[config.mk]
export PLATFORM = sky130hd
export DESIGN_NAME = target_tracker
export DESIGN_NICKNAME = d
export VERILOG_FILES = /design/src/logic/pixel_pkg.sv /design/src/logic/steer_pkg.sv /design/src/logic/pixel_classifier.sv /design/src/logic/zone_counter.sv /design/src/logic/steer_decider.sv /design/src/logic/target_tracker.sv
export VERILOG_INCLUDE_DIRS = /design/src /design/src/logic
export SDC_FILE = /design/constraint.sdc
export NUM_CORES = 1
export LEC_CHECK = 0
export BUFFER_PORTS_ARGS = -buffer_cell sky130_fd_sc_hd__buf_2
export CORE_ASPECT_RATIO = 2
export CORE_MARGIN = 2
export CORE_UTILIZATION = 40
export DETAILED_ROUTE_END_ITERATION = 10
export PLACE_DENSITY = 0.64
export SYNTH_ARGS = -nofsm -noshare
export SYNTH_HDL_FRONTEND = slang
export SYNTH_SLANG_ARGS = --single-unit
[constraint.sdc]
create_clock -name clk -period 12.5 [get_ports clk]
set_input_delay 0.625 -clock clk [delete_from_list [all_inputs] [get_ports clk]]
set_output_delay 0.625 -clock clk [all_outputs]
set_load 0.02 [all_outputs]
[src/logic/target_settings.svh]
// target tracker settings: frame geometry, zone split and orange colour limits
`ifndef TARGET_SETTINGS_SVH
`define TARGET_SETTINGS_SVH

// active pixels per line
// the column counter wraps here
`define FRAME_WIDTH 320

// vertical column bands across the frame
// the steering map assumes five
`define ZONE_COUNT 5

// pixels per band
`define ZONE_WIDTH (`FRAME_WIDTH / `ZONE_COUNT)

// orange window on the expanded 8-bit channels
// red floor, green window, blue ceiling
`define ORANGE_R_MIN 200
`define ORANGE_G_MIN 64
`define ORANGE_G_MAX 180
`define ORANGE_B_MAX 80

// winning zone needs at least this many orange pixels
`define DETECT_MIN 32

// zone count width
// 17 bits covers a full 320x240 frame
`define COUNT_BITS 17

`endif

[src/logic/pixel_pkg.sv]
// pixel package: colour word types and the beat passed from the classifier to the zone counters
`include "target_settings.svh"

package pixel_pkg;

  // frame buffer word, 4 bits per channel
  typedef struct packed {
    logic [3:0] r;
    logic [3:0] g;
    logic [3:0] b;
  } rgb444_t;

  // display word, 8 bits per channel
  typedef struct packed {
    logic [7:0] r;
    logic [7:0] g;
    logic [7:0] b;
  } rgb888_t;

  // column index inside one line
  // 9 bits for 320 pixels
  typedef logic [$clog2(`FRAME_WIDTH)-1:0] column_t;

  // one classified pixel
  // colour already expanded
  // orange bit from the colour test
  // col is the column of this pixel
  typedef struct packed {
    rgb888_t colour;
    logic    orange;
    column_t col;
  } pixel_beat_t;

endpackage

[src/logic/steer_pkg.sv]
// steering package: direction enum, zone count type and the per-frame verdict
`include "target_settings.svh"

package steer_pkg;

  // steering command for the drive logic
  // dir_none when nothing orange enough was seen
  typedef enum logic [2:0] {
    dir_none       = 3'd0,
    dir_hard_left  = 3'd1,
    dir_left       = 3'd2,
    dir_ahead      = 3'd3,
    dir_right      = 3'd4,
    dir_hard_right = 3'd5
  } direction_t;

  // orange pixels counted in one zone over one frame
  typedef logic [`COUNT_BITS-1:0] zone_count_t;

  // result reported once per frame
  // count is the winning zone's count
  // it is kept even when detected is low
  typedef struct packed {
    direction_t  direction;
    logic        detected;
    zone_count_t count;
  } verdict_t;

  // verdict after reset and before the first frame ends
  localparam verdict_t VERDICT_IDLE = '{
    direction: dir_none,
    detected:  1'b0,
    count:     '0
  };

endpackage

[src/logic/pixel_classifier.sv]
// pixel classifier: expands rgb444, tests for orange, marks the display pixel and tracks the column
`timescale 1ns/1ps
`include "target_settings.svh"

module pixel_classifier (
  input  logic                   clk,
  input  logic                   rst_n,
  input  pixel_pkg::rgb444_t     pix_in,
  input  logic                   pix_active,
  input  logic                   frame_end,
  output pixel_pkg::rgb888_t     pix_out,
  output logic                   pix_out_active,
  output pixel_pkg::pixel_beat_t beat,
  output logic                   beat_valid,
  output logic                   frame_done
);

  // last active column before the wrap
  localparam pixel_pkg::column_t LAST_COL = pixel_pkg::column_t'(`FRAME_WIDTH - 1);

  pixel_pkg::rgb888_t colour;
  logic               is_orange;
  pixel_pkg::column_t col_q;

  // nibble repeated into both halves, same as nibble * 17
  always_comb begin
    colour.r = {pix_in.r, pix_in.r};
    colour.g = {pix_in.g, pix_in.g};
    colour.b = {pix_in.b, pix_in.b};
  end

  // orange window, all limits inclusive
  always_comb begin
    is_orange = (colour.r >= 8'(`ORANGE_R_MIN)) &&
                (colour.g >= 8'(`ORANGE_G_MIN)) &&
                (colour.g <= 8'(`ORANGE_G_MAX)) &&
                (colour.b <= 8'(`ORANGE_B_MAX));
  end

  // strobes and column state
  always_ff @(posedge clk or negedge rst_n) begin
    if (!rst_n) begin
      pix_out_active <= 1'b0;
      beat_valid     <= 1'b0;
      frame_done     <= 1'b0;
      col_q          <= '0;
    end else begin
      pix_out_active <= pix_active;
      beat_valid     <= pix_active;
      frame_done     <= frame_end;
      // frame_end never shares a cycle with a pixel
      if (frame_end) begin
        col_q <= '0;
      end else if (pix_active) begin
        col_q <= (col_q == LAST_COL) ? '0 : col_q + 1'b1;
      end
    end
  end

  // display pixel and beat payload
  always_ff @(posedge clk) begin
    // black outside the active area, white on target
    if (!pix_active) begin
      pix_out <= '0;
    end else if (is_orange) begin
      pix_out <= '1;
    end else begin
      pix_out <= colour;
    end
    beat.colour <= colour;
    beat.orange <= is_orange;
    // column of this pixel, before the advance
    beat.col    <= col_q;
  end

endmodule

[src/logic/zone_counter.sv]
// zone counter: counts orange pixels inside one column band over one frame
`timescale 1ns/1ps
`include "target_settings.svh"

module zone_counter #(
  parameter int ZONE_INDEX = 0
) (
  input  logic                   clk,
  input  logic                   rst_n,
  input  pixel_pkg::pixel_beat_t beat,
  input  logic                   beat_valid,
  input  logic                   frame_done,
  output steer_pkg::zone_count_t count
);

  // band edges, low inclusive and high exclusive
  // the high edge of the last band is 320, still inside 9 bits
  localparam pixel_pkg::column_t BAND_LO =
    pixel_pkg::column_t'(ZONE_INDEX * `ZONE_WIDTH);
  localparam pixel_pkg::column_t BAND_HI =
    pixel_pkg::column_t'((ZONE_INDEX + 1) * `ZONE_WIDTH);

  logic in_band;
  logic hit;
  logic at_max;

  always_comb begin
    in_band = (beat.col >= BAND_LO) && (beat.col < BAND_HI);
    hit     = beat_valid && beat.orange && in_band;
    // hold at full scale
    at_max  = (count == '1);
  end

  always_ff @(posedge clk or negedge rst_n) begin
    if (!rst_n) begin
      count <= '0;
    end else if (frame_done) begin
      // decider samples on this same edge
      count <= '0;
    end else if (hit && !at_max) begin
      count <= count + 1'b1;
    end
  end

endmodule

[src/logic/steer_decider.sv]
// steer decider: picks the zone with the most orange at frame end and registers the verdict
`timescale 1ns/1ps
`include "target_settings.svh"

module steer_decider (
  input  logic                                      clk,
  input  logic                                      rst_n,
  input  steer_pkg::zone_count_t [`ZONE_COUNT-1:0]  counts,
  input  logic                                      frame_done,
  output steer_pkg::verdict_t                       verdict,
  output logic                                      verdict_valid
);

  localparam int IDX_BITS = $clog2(`ZONE_COUNT);

  logic [IDX_BITS-1:0]    best_idx;
  steer_pkg::zone_count_t best_count;
  steer_pkg::verdict_t    next_verdict;

  // running maximum
  // strict compare keeps the lower zone on a tie
  always_comb begin
    best_idx   = '0;
    best_count = counts[0];
    for (int i = 1; i < `ZONE_COUNT; i++) begin
      if (counts[i] > best_count) begin
        best_idx   = IDX_BITS'(i);
        best_count = counts[i];
      end
    end
  end

  // threshold then zone to direction
  always_comb begin
    next_verdict.count    = best_count;
    next_verdict.detected = (best_count >= steer_pkg::zone_count_t'(`DETECT_MIN));
    if (!next_verdict.detected) begin
      next_verdict.direction = steer_pkg::dir_none;
    end else begin
      // zone 0 is the left edge of the image
      case (best_idx)
        IDX_BITS'(0): next_verdict.direction = steer_pkg::dir_hard_left;
        IDX_BITS'(1): next_verdict.direction = steer_pkg::dir_left;
        IDX_BITS'(2): next_verdict.direction = steer_pkg::dir_ahead;
        IDX_BITS'(3): next_verdict.direction = steer_pkg::dir_right;
        IDX_BITS'(4): next_verdict.direction = steer_pkg::dir_hard_right;
        default:      next_verdict.direction = steer_pkg::dir_none;
      endcase
    end
  end

  // one verdict per frame, held until the next one
  always_ff @(posedge clk or negedge rst_n) begin
    if (!rst_n) begin
      verdict       <= steer_pkg::VERDICT_IDLE;
      verdict_valid <= 1'b0;
    end else begin
      verdict_valid <= frame_done;
      if (frame_done) begin
        verdict <= next_verdict;
      end
    end
  end

endmodule

[src/logic/target_tracker.sv]
// target tracker top: classifier, one counter per column band and the steering decider
`timescale 1ns/1ps
`include "target_settings.svh"

module target_tracker (
  input  logic                clk,
  input  logic                rst_n,
  input  pixel_pkg::rgb444_t  pix_in,
  input  logic                pix_active,
  input  logic                frame_end,
  output pixel_pkg::rgb888_t  pix_out,
  output logic                pix_out_active,
  output steer_pkg::verdict_t verdict,
  output logic                verdict_valid
);

  // classifier to counters and decider
  pixel_pkg::pixel_beat_t beat;
  logic                   beat_valid;
  logic                   frame_done;

  // one count per band, zone 0 in the low slot
  steer_pkg::zone_count_t [`ZONE_COUNT-1:0] zone_counts;

  pixel_classifier u_classifier (
    .clk            (clk),
    .rst_n          (rst_n),
    .pix_in         (pix_in),
    .pix_active     (pix_active),
    .frame_end      (frame_end),
    .pix_out        (pix_out),
    .pix_out_active (pix_out_active),
    .beat           (beat),
    .beat_valid     (beat_valid),
    .frame_done     (frame_done)
  );

  // same beat broadcast to every band
  for (genvar z = 0; z < `ZONE_COUNT; z++) begin : g_zone
    zone_counter #(
      .ZONE_INDEX (z)
    ) u_zone (
      .clk        (clk),
      .rst_n      (rst_n),
      .beat       (beat),
      .beat_valid (beat_valid),
      .frame_done (frame_done),
      .count      (zone_counts[z])
    );
  end

  steer_decider u_decider (
    .clk           (clk),
    .rst_n         (rst_n),
    .counts        (zone_counts),
    .frame_done    (frame_done),
    .verdict       (verdict),
    .verdict_valid (verdict_valid)
  );

endmodule

# After elaboration in Yosys (flattened, before gate mapping)
# Cells that the tools add are included.
# Widths: inputs -> output; s select.
dict set report totals {
  ram_bits 0
  mem_bits_ro 0
  word_cells 107
  latch_bits 0
  memories 0
  reg_bits 152
  in_bits 16
  output_inout_bits 47
}
dict set report op_classes {
  div 0
  magnitude_cmp 19
  eq_ne 10
  n_mul 0
  shift 0
  bitwise 0
  addsub 6
  reduce_logical 31
  muxes 24
}
# op count
set ops {}
lappend ops {{$mux 17} 14}
lappend ops {{$add 17x1->17 const B} 5}
lappend ops {{$eq 17x17->1 const B} 5}
lappend ops {{$gt 17x17->1} 4}
lappend ops {{$mux 9} 3}
lappend ops {{$mux 24} 1}
lappend ops {{$logic_and 1x1->1} 19}
lappend ops {{$ge 9x8->1 const B} 2}
lappend ops {{$lt 9x8->1 const B} 2}
lappend ops {{$lt 9x9->1 const B} 2}
lappend ops {{$ge 17x6->1 const B} 1}
lappend ops {{$pmux 3 s5} 1}
lappend ops {{$mux 3} 4}
lappend ops {{$reduce_bool 2->1} 6}
lappend ops {{$add 9x1->9 const B} 1}
lappend ops {{$eq 9x9->1 const B} 1}
lappend ops {{$ge 9x1->1 const B} 1}
lappend ops {{$ge 9x7->1 const B} 1}
lappend ops {{$ge 9x9->1 const B} 1}
lappend ops {{$lt 9x7->1 const B} 1}
lappend ops {{$ge 8x7->1 const B} 1}
lappend ops {{$ge 8x8->1 const B} 1}
lappend ops {{$le 8x7->1 const B} 1}
lappend ops {{$le 8x8->1 const B} 1}
lappend ops {{other kinds (6)} 11}

# Logic depth before layout (Yosys ltp)
# Gate-level depths: netlist of the first run.
dict set report logic_depth {
  ltp_word 11
  mapped_depth 40
  depth_no_buf 34
}

# Hierarchy
# Synthesis of the first run repeated with hierarchy kept, for this count alone.
dict set report hier_totals {
  hier_cells 1073
  hier_area_um2 9899.5
}
# module area_each_um2 seq_area_each_um2 instances cells_per_inst
set modules_own_cells {}
lappend modules_own_cells {steer_decider 3609.7 550.5 1 450}
lappend modules_own_cells {pixel_classifier 1577.8 955.9 1 135}
lappend modules_own_cells {{zone_counter (g_zone[1].u_zone)} 964.7 425.4 1 102}
lappend modules_own_cells {{zone_counter (g_zone[4].u_zone)} 954.7 425.4 1 99}
lappend modules_own_cells {{zone_counter (g_zone[3].u_zone)} 945.9 425.4 1 96}
lappend modules_own_cells {{zone_counter (g_zone[0].u_zone)} 944.7 425.4 1 96}
lappend modules_own_cells {{zone_counter (g_zone[2].u_zone)} 902.1 425.4 1 95}

# Worst setup path after synthesis of the first run
# No wires, ideal clock.
dict set report synth_timing {
  kind {register to register}
  startpoint {register g_zone[0].u_zone.count[4]}
  endpoint {register u_decider.verdict[15] (netlist name)}
  path_buffers 6
  setup_time_ns 0.064
  setup_slack_ns 4.759
  synth_period_minus_slack_ns 7.741
  path_stages_with_launch 37
  t_arrival_ns 7.677
  t_required_ns 12.436
  cell_sequence {dfrtp_1 inv_1 ha_1 a21oi_2 o21ai_1 a2111oi_4 o22ai_1 buf_6 buf_12 mux2_4 inv_1 ha_1 nand4_1 a21oi_1 o31a_1 o21ai_4 mux2_2 ha_1 a21o_1 a221o_1 a221o_1 a22o_1 buf_2 buf_6 o21ai_0 inv_1 ha_1 a21oi_1 o21ai_0 a221oi_1 nand3_1 nand2_1 clkbuf_1 clkbuf_1 nor2_1 a211oi_1 a21o_1}
}
dict set report synth_between {
  elab_chain_len 8
}
# item line
set synth_rtl {}
lappend synth_rtl {{start: declaration} zone_counter.sv:13} ;# output steer_pkg::zone_count_t count
lappend synth_rtl {{start signal: assignment} zone_counter.sv:41} ;# count <= count + 1'b1;
lappend synth_rtl {{$gt 17x17->1} steer_decider.sv:26} ;# if (counts[i] > best_count) begin
lappend synth_rtl {{$mux 17 (*)} steer_decider.sv:26}
lappend synth_rtl {{$gt 17x17->1} steer_decider.sv:26}
lappend synth_rtl {{$mux 17 (*)} steer_decider.sv:26}
lappend synth_rtl {{$gt 17x17->1} steer_decider.sv:26}
lappend synth_rtl {{$mux 17 (*)} steer_decider.sv:26}
lappend synth_rtl {{$gt 17x17->1} steer_decider.sv:26}
lappend synth_rtl {{$mux 17 (*)} steer_decider.sv:26}
# Mark *: on every way between the ends. The rest lies on a longest branch, timed or not.
# A chain may end at the register's enable or synchronous reset.

# Worst setup path in the final report of the first run
dict set report layout_timing {
  startpoint {register g_zone[0].u_zone.count[14]}
  endpoint {register u_decider.verdict[18] (netlist name)}
}
dict set report layout_between {
  elab_chain_len 11
  elab_cells_between_ends 20
  cone_classes {order compare (5); eq/ne (4); mux (10); reduce/logical (1)}
}
# item line
set layout_rtl {}
lappend layout_rtl {{parallel branches: the longest is 10 deep, another holds $gt 17x17->1} n/a}
lappend layout_rtl {{$mux 3 (*)} steer_decider.sv:37} ;# if (!next_verdict.detected) begin
# Mark *: on every way between the ends.

==> results.txt, run 1 <==
status: completed
syn_nets: 1,022
Fmax: 0.0984 GHz
vias in the first global route: 6,786
clock latency on the worst-skew pair: 0.44 ns
Period minus WS final: 10.16 ns
Power per Cell Area: 109 nW/um^2
largest cells by area after synthesis: dfrtp_1 34%, ha_1 11%, nor2_1 5.4%, xnor2_1 4.1%, dfxtp_1 3.7%
Primary FF master, synth: dfrtp_1
post-synthesis register bit count: 134
Post-synth top cells: 123 x nor2_1, 118 x dfrtp_1, 79 x ha_1, 78 x nand2_1, 47 x inv_1
GR Util All Layers: 0.192
Max Root-Sink Buffers: 2
Sw Share: 0.249
register area: 3280 sq um
core box area: 21,300 sq um
Cell variety after synth: 70
Critical path origin: g_zone[0].u_zone.count[14]$_DFFE_PN0P_
Slowest cell on crit path: o22ai_2
io pins: 63
Clock Skews: 0.00877 ns
initial core utilization: 0.405
Crit path top cell by count: ha_1
via count: 6,942
unrepaired setup endpoints after global routing: no
Static Leak: 0.00435 uW
max_cap viols: 0
crit start category: flip-flop
first-pass GRT wire length: 34,300 um
Post-Syn Area: 8620 sq um
CP endpoint kind: flip-flop
CTS clock-pin slew for the worst setup and hold paths: 0.06 ns
port bufs: 62
Worst R2R Setup Slack: 2.34 ns
Max H-tree Level: 4
gr ovfl total: 0
Initial DRT Pass Iterations: 5
Area growth syn-to-layout: 12.8%
initial antenna violation count: 0
Clk pwr share: 0.500
Rows: 76
Post-Place Cell Area: 9090 sq um
Pint: 796 uW
number of synthesized flops with an enable pin: 0
Multi-input gate area: 4940 sq um
HP Class: input pin to async pin
GP Congestion: 0.870
DP HPWL: 15,500 um
final worst path period share: 0.813
cell with the most instances after synthesis: nor2_1
final hold violations: 0
die area: 22,800 sq um
Iteration-0 DRC Markers: 319
layout cell share with drive strength beyond 1: 0.134
post-synthesis cell count: 927
CP Capture Point: u_decider.verdict[18]$_DFFE_PN0P_
Slew @ Worst Pin: 1.12 ns
Synth Warn #: 0
Fill cells: 2,056
post-route ant nets: 0
average wire per standard cell: 16.5 um
post-synthesis sequential area ratio: 0.380
Die Wd: 108 um
Comb pwr share: 0.074
CP required: 12.80 ns
r2r worst-path depth: 30
Reg power frac: 0.426
crit path DAT: 10.45 ns
Root Driver: clkbuf_16
cell taking the most area after synthesis: dfrtp_1
nets@finish: 1,068
diodes inserted: 0
worst relative slew slack: 0.251
Setup violations, final: 0
CP peak stage delay: 0.91 ns
Post-CTS Setup Inserts: 0
largest fanout on the critical path: 36
largest net degree at the start of global routing: 73
Die Y-Extent: 212 um
TritonCTS clock tree: done
switching power: 264 uW
max-slew violations: 0
vias per inst: 5.51
top-area cell type share of the netlist area: 0.343
setup TNS: 0 ns
count of clock tree sinks: 134
Resized cells post-CTS: 0
reg2reg end: u_decider.verdict[18]$_DFFE_PN0P_
DRC Markers: 0
IR drop worst, VDD: 81.3 uV
Finished Cell Area: 9720 sq um
Worst Setup Path Type: flip-flop to flip-flop
total CTS buffers: 17
R2R Path Start: g_zone[0].u_zone.count[14]$_DFFE_PN0P_
syn avg cell area: 9.30 sq um
Routed WL: 20,700 um
hold_buf cts: 0
Async SR Flop Fraction: 0.881
## area by class of cell
cell class,instances,share of cell area
Tap cell,273,0.0351
Timing Repair Buffer,68,0.0368
Sequential cell,134,0.337
Multi-Input combinational cell,704,0.508
Clock inverter,13,0.0176
Inverter,48,0.0185
Clock buffer,19,0.0466
## flip-flops by register name, indices dropped and copies added, names as in the netlist
name / cells
u_classifier.pix_out_active: 1
u_decider.verdict: 21
u_classifier.beat: 4
u_classifier.col_q: 9
g_zone.u_zone.count: 85
u_classifier.frame_done: 1
u_decider.verdict_valid: 1
u_classifier.pix_out: 12
## cells by family after synthesis
group	Yosys count	share of synthesized area
flip-flops	134	0.380
adder cells (fa/ha/maj)	79	0.115
multiplexers	48	0.0591
AO/OA/AOI/OAI	164	0.135
XOR/XNOR	71	0.0722
AND/OR/NAND/NOR	342	0.191
buffers and inverters	89	0.0479
## power by group through the flow
| stage | logic (uW) | registers, uW | clock network [uW] |
|---|---|---|---|
| after floorplan | 39.6 | 470 | 0 |
| after global placement | 79.0 | 459 | 0 |
| after detailed placement | 80.0 | 459 | 0 |
| after CTS | 80.4 | 451 | 543 |
| after global routing | 87.0 | 453 | 557 |
| final | 78.9 | 451 | 530 |
## metal layers
layer	part of all wire	vias up	track usage
met3	0.037	40	0.0320
li1	-	3382	-
met5	0	-	0
met1	0.46	3344	0.257
met2	0.47	176	0.305
met4	0.029	0	0.0791
## critical path, delay by kind of cell, from the launching register on
kind            cells  cell delay [ns]
compound gates     16             5.69
fa+ha+maj           4             1.23
buf+inv             2             0.20
flops               1             0.38
mux                 2             0.88
simple gates        6             1.60
## worst min path at each step
stage                                             end                         startpoint  slack [ns]
3_5_place_dp             u_classifier.beat[8]$_DFF_P_  u_classifier.col_q[8]$_DFFE_PN0P_        0.40
2_1_floorplan   g_zone[0].u_zone.count[0]$_DFFE_PN0P_                              rst_n        0.33
4_1_cts        g_zone[1].u_zone.count[10]$_DFFE_PN0P_                              rst_n        0.21
3_3_place_gp             u_classifier.beat[8]$_DFF_P_  u_classifier.col_q[8]$_DFFE_PN0P_        0.39
6_report        g_zone[1].u_zone.count[7]$_DFFE_PN0P_                              rst_n        0.19
5_1_grt        g_zone[1].u_zone.count[10]$_DFFE_PN0P_                              rst_n        0.24
## per-stage QoR
stage	total power [uW]	hold slack [ns]	cells	worst slack (ns)	utilization
floorplan	509	0.329	927	4.76	-
global placement	538	0.389	1227	2.78	0.427
detailed placement	539	0.397	1227	2.50	0.427
CTS	1070	0.208	1259	2.46	0.456
global route	1100	0.238	1259	1.54	0.456
finish	1060	0.194	1259	2.34	0.456
## cells in the final DEF (no fill, tap or decap), types with 12 or more instances in the layout
cell	synthesis	layout
a21o_1	12	12
nand4_1	25	25
o21a_1	15	15
nor3_1	18	18
mux2i_1	31	31
ha_1	79	79
a211oi_1	12	12
nor2_1	123	123
dfrtp_1	118	117
mux2_2	14	14
o21ai_0	35	35
nand2_1	78	78
xor2_1	31	31
a21oi_1	35	35
buf_2	2	61
clkbuf_16	0	17
dfxtp_1	16	16
xnor2_1	40	40
nand3_1	30	30
inv_1	47	47
and4_1	13	13
No activity file was read; power rests on OpenSTA's default activity.
==> run 2, diff against run 1 <==
ABC_AREA = 1   (was not set)
PLACE_DENSITY = 0.66   (was 0.64)
clock period = 9.1 ns   (was 12.5 ns; I/O delays follow)
==> results.txt, run 2 <==
Period minus WS final: 8.30 ns
diodes inserted: 0
Max Root-Sink Buffers: 2
crit path DAT: 8.63 ns
cell taking the most area after synthesis: dfrtp_1
post-synthesis sequential area ratio: 0.368
Die Wd: 109 um
largest cells by area after synthesis: dfrtp_1 33%, nand2_1 12%, ha_1 11%, inv_1 6.5%, nand3_1 4.7%
GP Congestion: 0.949
M1 GR Usage: 0.218
max_cap viols: 0
Pint: 1100 uW
top-area cell type share of the netlist area: 0.332
Biggest register: g_zone.u_zone.count
Root Driver: clkbuf_16
average wire per standard cell: 17.1 um
Post-synth top cells: 287 x nand2_1, 154 x inv_1, 118 x dfrtp_1, 103 x nor2_1, 84 x nand3_1
DRC Markers: 0
grt met2 use: 0.433
io pins: 63
Routed WL: 26,300 um
largest net degree at the start of global routing: 91
vias per inst: 5.41
Crit path top cell by count: nand2_1
Rows: 77
initial core utilization: 0.405
CP endpoint kind: flip-flop
commonest non-fill, non-tap cell in the layout: nand2_1
Cell variety after synth: 44
IR drop worst, VDD: 117 uV
Sw Share: 0.335
Fill cells: 2,302
GR Util All Layers: 0.237
pre-CTS worst setup slack: 0.695 ns
post-route ant nets: 0
initial antenna violation count: 0
Iteration-0 DRC Markers: 353
post-synthesis cell count: 1,207
crit start category: flip-flop
Area growth syn-to-layout: 11.9%
max reg flops: 85
Power per Cell Area: 166 nW/um^2
Slowest cell on crit path: dfrtp_1
Worst R2R Setup Slack: 0.80 ns
Max H-tree Level: 4
via count: 8,340
core box area: 22,000 sq um
hold_buf cts: 0
HP Class: input pin to async pin
R2R Path Start: g_zone[0].u_zone.count[10]$_DFFE_PN0P_
syn_nets: 1,302
Reg power frac: 0.387
Overall Power: 1650 uW
Initial DRT Pass Iterations: 5
biggest regs: g_zone.u_zone.count: 85 flops, u_decider.verdict: 21 flops, u_classifier.pix_out: 12 flops
first-pass GRT wire length: 42,200 um
Clock Skews: 0.0102 ns
Clk pwr share: 0.410
vias in the first global route: 8,473
setup TNS: 0 ns
total CTS buffers: 17
Setup violations, final: 0
reg2reg end: u_decider.verdict[19]$_DFFE_PN0P_
CTS clock-pin slew for the worst setup and hold paths: 0.06 ns
final hold violations: 0
Slew @ Worst Pin: 1.03 ns
largest fanout on the critical path: 24
status: completed
cell with the most instances after synthesis: nand2_1
Post-Syn Area: 8890 sq um
CP peak stage delay: 0.41 ns
r2r worst-path depth: 48
worst relative slew slack: 0.304
Fmax: 0.121 GHz
nets@finish: 1,347
TritonCTS clock tree: done
clock latency on the worst-skew pair: 0.44 ns
count of clock tree sinks: 134
switching power: 554 uW
gr ovfl total: 0
max-slew violations: 0
unrepaired setup endpoints after global routing: no
Multi-input gate area: 4800 sq um
commonest cells after routing, fill and taps aside: 287 x nand2_1, 152 x inv_1, 118 x dfrtp_1
register area: 3270 sq um
Primary FF master, synth: dfrtp_1
Synth Warn #: 0
Worst Setup Path Type: flip-flop to flip-flop
die area: 23,500 sq um
port bufs: 62
Static Leak: 0.00483 uW
CP required: 9.43 ns
layout cell share with drive strength beyond 1: 0.113
post-synthesis register bit count: 134
Async SR Flop Fraction: 0.881
Die Y-Extent: 215 um
final worst path period share: 0.912
DP HPWL: 20,600 um
PnR worst setup slack: 0.804 ns
Comb pwr share: 0.202
number of synthesized flops with an enable pin: 0
met3 Track Usage GR: 0.0394
syn avg cell area: 7.37 sq um
grt peak-use layer: met2
run 2: power by group through the flow:
| stage | clock network [uW] | logic [uW] | registers (uW) |
|---|---|---|---|
| after floorplan | 0 | 180 | 687 |
| after global placement | 0 | 329 | 652 |
| after detailed placement | 0 | 333 | 653 |
| after CTS | 690 | 334 | 642 |
| after global routing | 714 | 371 | 645 |
| final | 678 | 335 | 641 |
run 2: cell type report:
class                   instances  area share
repair buffers                 67      0.0352
flip-flops and latches        134       0.329
clock buffers                  20      0.0469
inverters                     161      0.0615
multi-input cells             871       0.482
well taps                     276      0.0347
clock inverters                12      0.0107
run 2: cells by family after synthesis:
group,share of synthesized area
xor gates and xnor gates,0.000985
DFF,0.368
AOI/OAI and AO/OA,0.124
buffers and inverters,0.0932
adders and majority gates,0.111
and+or+nand+nor,0.303
run 2: worst max path at each step:
stage | slack, ns | to | startpoint
after floorplan | 3.04 | u_decider.verdict[18]$_DFFE_PN0P_ | g_zone[0].u_zone.count[10]$_DFFE_PN0P_
after global placement | 0.83 | u_decider.verdict[20]$_DFFE_PN0P_ | g_zone[0].u_zone.count[10]$_DFFE_PN0P_
after detailed placement | 0.70 | u_decider.verdict[19]$_DFFE_PN0P_ | g_zone[0].u_zone.count[10]$_DFFE_PN0P_
after CTS | 0.64 | u_decider.verdict[19]$_DFFE_PN0P_ | g_zone[0].u_zone.count[10]$_DFFE_PN0P_
after global routing | 0.06 | u_decider.verdict[19]$_DFFE_PN0P_ | g_zone[0].u_zone.count[10]$_DFFE_PN0P_
final | 0.80 | u_decider.verdict[19]$_DFFE_PN0P_ | g_zone[0].u_zone.count[10]$_DFFE_PN0P_
run 2: worst max-delay path: cells and delay by family, from the launching register on:
family	cells	cell delay (ns)
AOI/OAI and AO/OA	3	0.41
adders and majority gates	4	1.21
buffers and inverters	7	1.21
DFF	1	0.41
and+or+nand+nor	34	4.92
run 2: timing repair:
| item | 4_1_cts | 5_1_grt |
|---|---|---|
| resized for setup | 0 | 4 |
| buffers inserted | 0 | 0 |
| endpoints found under the setup margin | 0 | 4 |
| hold endpoints to repair | 0 | 0 |
run 2: metal layers:
| layer | wire length, um | vias up |
|---|---|---|
| met5 | 0 | - |
| met1 | 8710 | 3905 |
| met3 | 847 | 127 |
| li1 | - | 4082 |
| met4 | 2370 | 0 |
| met2 | 14400 | 226 |
run 2: per-stage QoR:
step                instance area [sq um]  hold slack (ns)  std cells   util
CTS                                  9940           0.0450       1541  0.452
global placement                     9360            0.391       1509  0.426
global route                         9950           0.0718       1541  0.453
floorplan                            8890            0.159       1207      -
detailed placement                   9360            0.395       1509  0.426
finish                               9950           0.0267       1541  0.453
==> run 3, diff against run 2 <==
CORE_UTILIZATION = 50   (was 40)
PLACE_DENSITY = 0.78   (was 0.66)
==> results.txt, run 3 (same netlist as run 2, synthesis figures left out) <==
post-route ant nets: 0
top routing layer in use: met4
Crit path top cell by count: nand2_1
HP Class: input pin to async pin
final worst path period share: 0.899
CP endpoint kind: flip-flop
largest fanout on the critical path: 24
Overall Power: 1650 uW
CP peak stage delay: 0.44 ns
Sw Share: 0.317
register area: 3270 sq um
commonest non-fill, non-tap cell in the layout: nand2_1
initial antenna violation count: 0
CP required: 9.42 ns
final hold violations: 0
DP HPWL: 18,000 um
max-slew violations: 0
Comb pwr share: 0.192
count of clock tree sinks: 134
Post-CTS Setup Inserts: 0
R2R Path Start: g_zone[0].u_zone.count[8]$_DFFE_PN0P_
crit start category: flip-flop
Worst R2R Setup Slack: 0.92 ns
max reg flops: 85
TritonCTS clock tree: done
Rows: 69
vias per inst: 5.60
unrepaired setup endpoints after global routing: no
Die Wd: 98.3 um
clock latency on the worst-skew pair: 0.43 ns
die area: 18,900 sq um
total CTS buffers: 17
Root Driver: clkbuf_16
initial core utilization: 0.505
DRC Markers: 0
Period minus WS final: 8.18 ns
switching power: 521 uW
Clock Skews: 0.0114 ns
Worst Setup Path Type: flip-flop to flip-flop
diodes inserted: 0
largest net degree at the start of global routing: 91
Initial DRT Pass Iterations: 7
Die Y-Extent: 193 um
Area growth syn-to-layout: 11.2%
Max H-tree Level: 4
Multi-input gate area: 4810 sq um
vias in the first global route: 7,902
Pint: 1120 uW
GP Congestion: 0.954
Fill cells: 1,653
max_cap viols: 0
Static Leak: 0.00484 uW
Clk pwr share: 0.417
layout cell share with drive strength beyond 1: 0.111
worst relative slew slack: 0.366
r2r worst-path depth: 48
Routed WL: 23,600 um
Routed met3 length: 1060 um
biggest regs: g_zone.u_zone.count: 85 flops, u_decider.verdict: 21 flops, u_classifier.pix_out: 12 flops
Inst Count DP: 1,445
CTS clock-pin slew for the worst setup and hold paths: 0.06 ns
Biggest register: g_zone.u_zone.count
via count: 8,279
Reg power frac: 0.391
gr ovfl total: 0
first-pass GRT wire length: 38,400 um
GR Util All Layers: 0.254
Post-Place Cell Area: 9280 sq um
Setup violations, final: 0
commonest cells after routing, fill and taps aside: 286 x nand2_1, 153 x inv_1, 118 x dfrtp_1
Slew @ Worst Pin: 0.942 ns
crit path DAT: 8.50 ns
Max Root-Sink Buffers: 2
io pins: 63
Slowest cell on crit path: dfrtp_1
Power per Cell Area: 166 nW/um^2
port bufs: 62
reg2reg end: u_decider.verdict[19]$_DFFE_PN0P_
Fmax: 0.122 GHz
average wire per standard cell: 16.0 um
status: completed
Finished Core Util: 0.561
met1 WL: 10,000 um
Final Non-Filler Cells: 1,478
IR drop worst, VDD: 153 uV
setup TNS: 0 ns
nets@finish: 1,347
Iteration-0 DRC Markers: 646
met2 wire len: 11,800 um
Finished Cell Area: 9890 sq um
core box area: 17,600 sq um
run 3: cell count changes in the layout (fill, tap and decap cells not counted), sizes merged:
cell	previous run	this run
clkbuf	20	23
clkinv	4	1
buf	67	66
clkinvlp	3	4
inv	166	165
nand2	295	296
run 3: layer usage:
metal / global-route usage / vias up
met2: 0.440 / 245
li1: - / 4080
met4: 0.0943 / 0
met3: 0.0333 / 48
met1: 0.322 / 3906
met5: 0 / -
run 3: per-stage QoR:
| step | hold WS [ns] | worst slack, ns |
|---|---|---|
| floorplan | 0.159 | 3.04 |
| global placement | 0.376 | 0.917 |
| detailed placement | 0.382 | 0.709 |
| CTS | 0.0780 | 0.654 |
| global route | 0.110 | 0.0288 |
| finish | 0.0462 | 0.917 |
run 3: how the worst max path moves through the flow:
stage / from / to / slack [ns] / depth (start not counted)
floorplan: g_zone[0].u_zone.count[10]$_DFFE_PN0P_ / u_decider.verdict[18]$_DFFE_PN0P_ / 3.04 / 50
global placement: g_zone[1].u_zone.count[12]$_DFFE_PN0P_ / u_decider.verdict[18]$_DFFE_PN0P_ / 0.92 / 46
detailed placement: g_zone[1].u_zone.count[12]$_DFFE_PN0P_ / u_decider.verdict[19]$_DFFE_PN0P_ / 0.71 / 46
CTS: g_zone[1].u_zone.count[12]$_DFFE_PN0P_ / u_decider.verdict[17]$_DFFE_PN0P_ / 0.65 / 46
global route: g_zone[1].u_zone.count[12]$_DFFE_PN0P_ / u_decider.verdict[19]$_DFFE_PN0P_ / 0.03 / 47
finish: g_zone[0].u_zone.count[8]$_DFFE_PN0P_ / u_decider.verdict[19]$_DFFE_PN0P_ / 0.92 / 48
run 3: final cells by class:
cell class                 count  area share
inverter                     161      0.0615
tap                          213      0.0270
sequential                   134       0.331
multi-input combinational    872       0.486
clock inverter                 9     0.00785
clock buffer                  23      0.0518
timing repair buffer          66      0.0347
run 3: repair_timing:
action                                 CTS  global route
resized for setup                        0             4
endpoints found under the hold margin    0             0
setup endpoints to repair                0             4
hold buffers                             0             0
run 3: power groups by stage:
| stage | Combinational [uW] | Sequential [uW] | Clock [uW] |
|---|---|---|---|
| floorplan | 180 | 687 | 0 |
| global placement | 311 | 653 | 0 |
| detailed placement | 316 | 654 | 0 |
| CTS | 317 | 644 | 692 |
| global route | 355 | 647 | 714 |
| finish | 317 | 644 | 686 |
run 3: worst max-delay path, delay by kind of cell, from the launching register on:
kind / cells / cell delay (ns)
AND/OR/NAND/NOR: 37 / 4.76
adder cells (fa/ha/maj): 4 / 1.20
buffers and inverters: 4 / 0.90
AO/OA/AOI/OAI: 3 / 0.74
flip-flops: 1 / 0.44
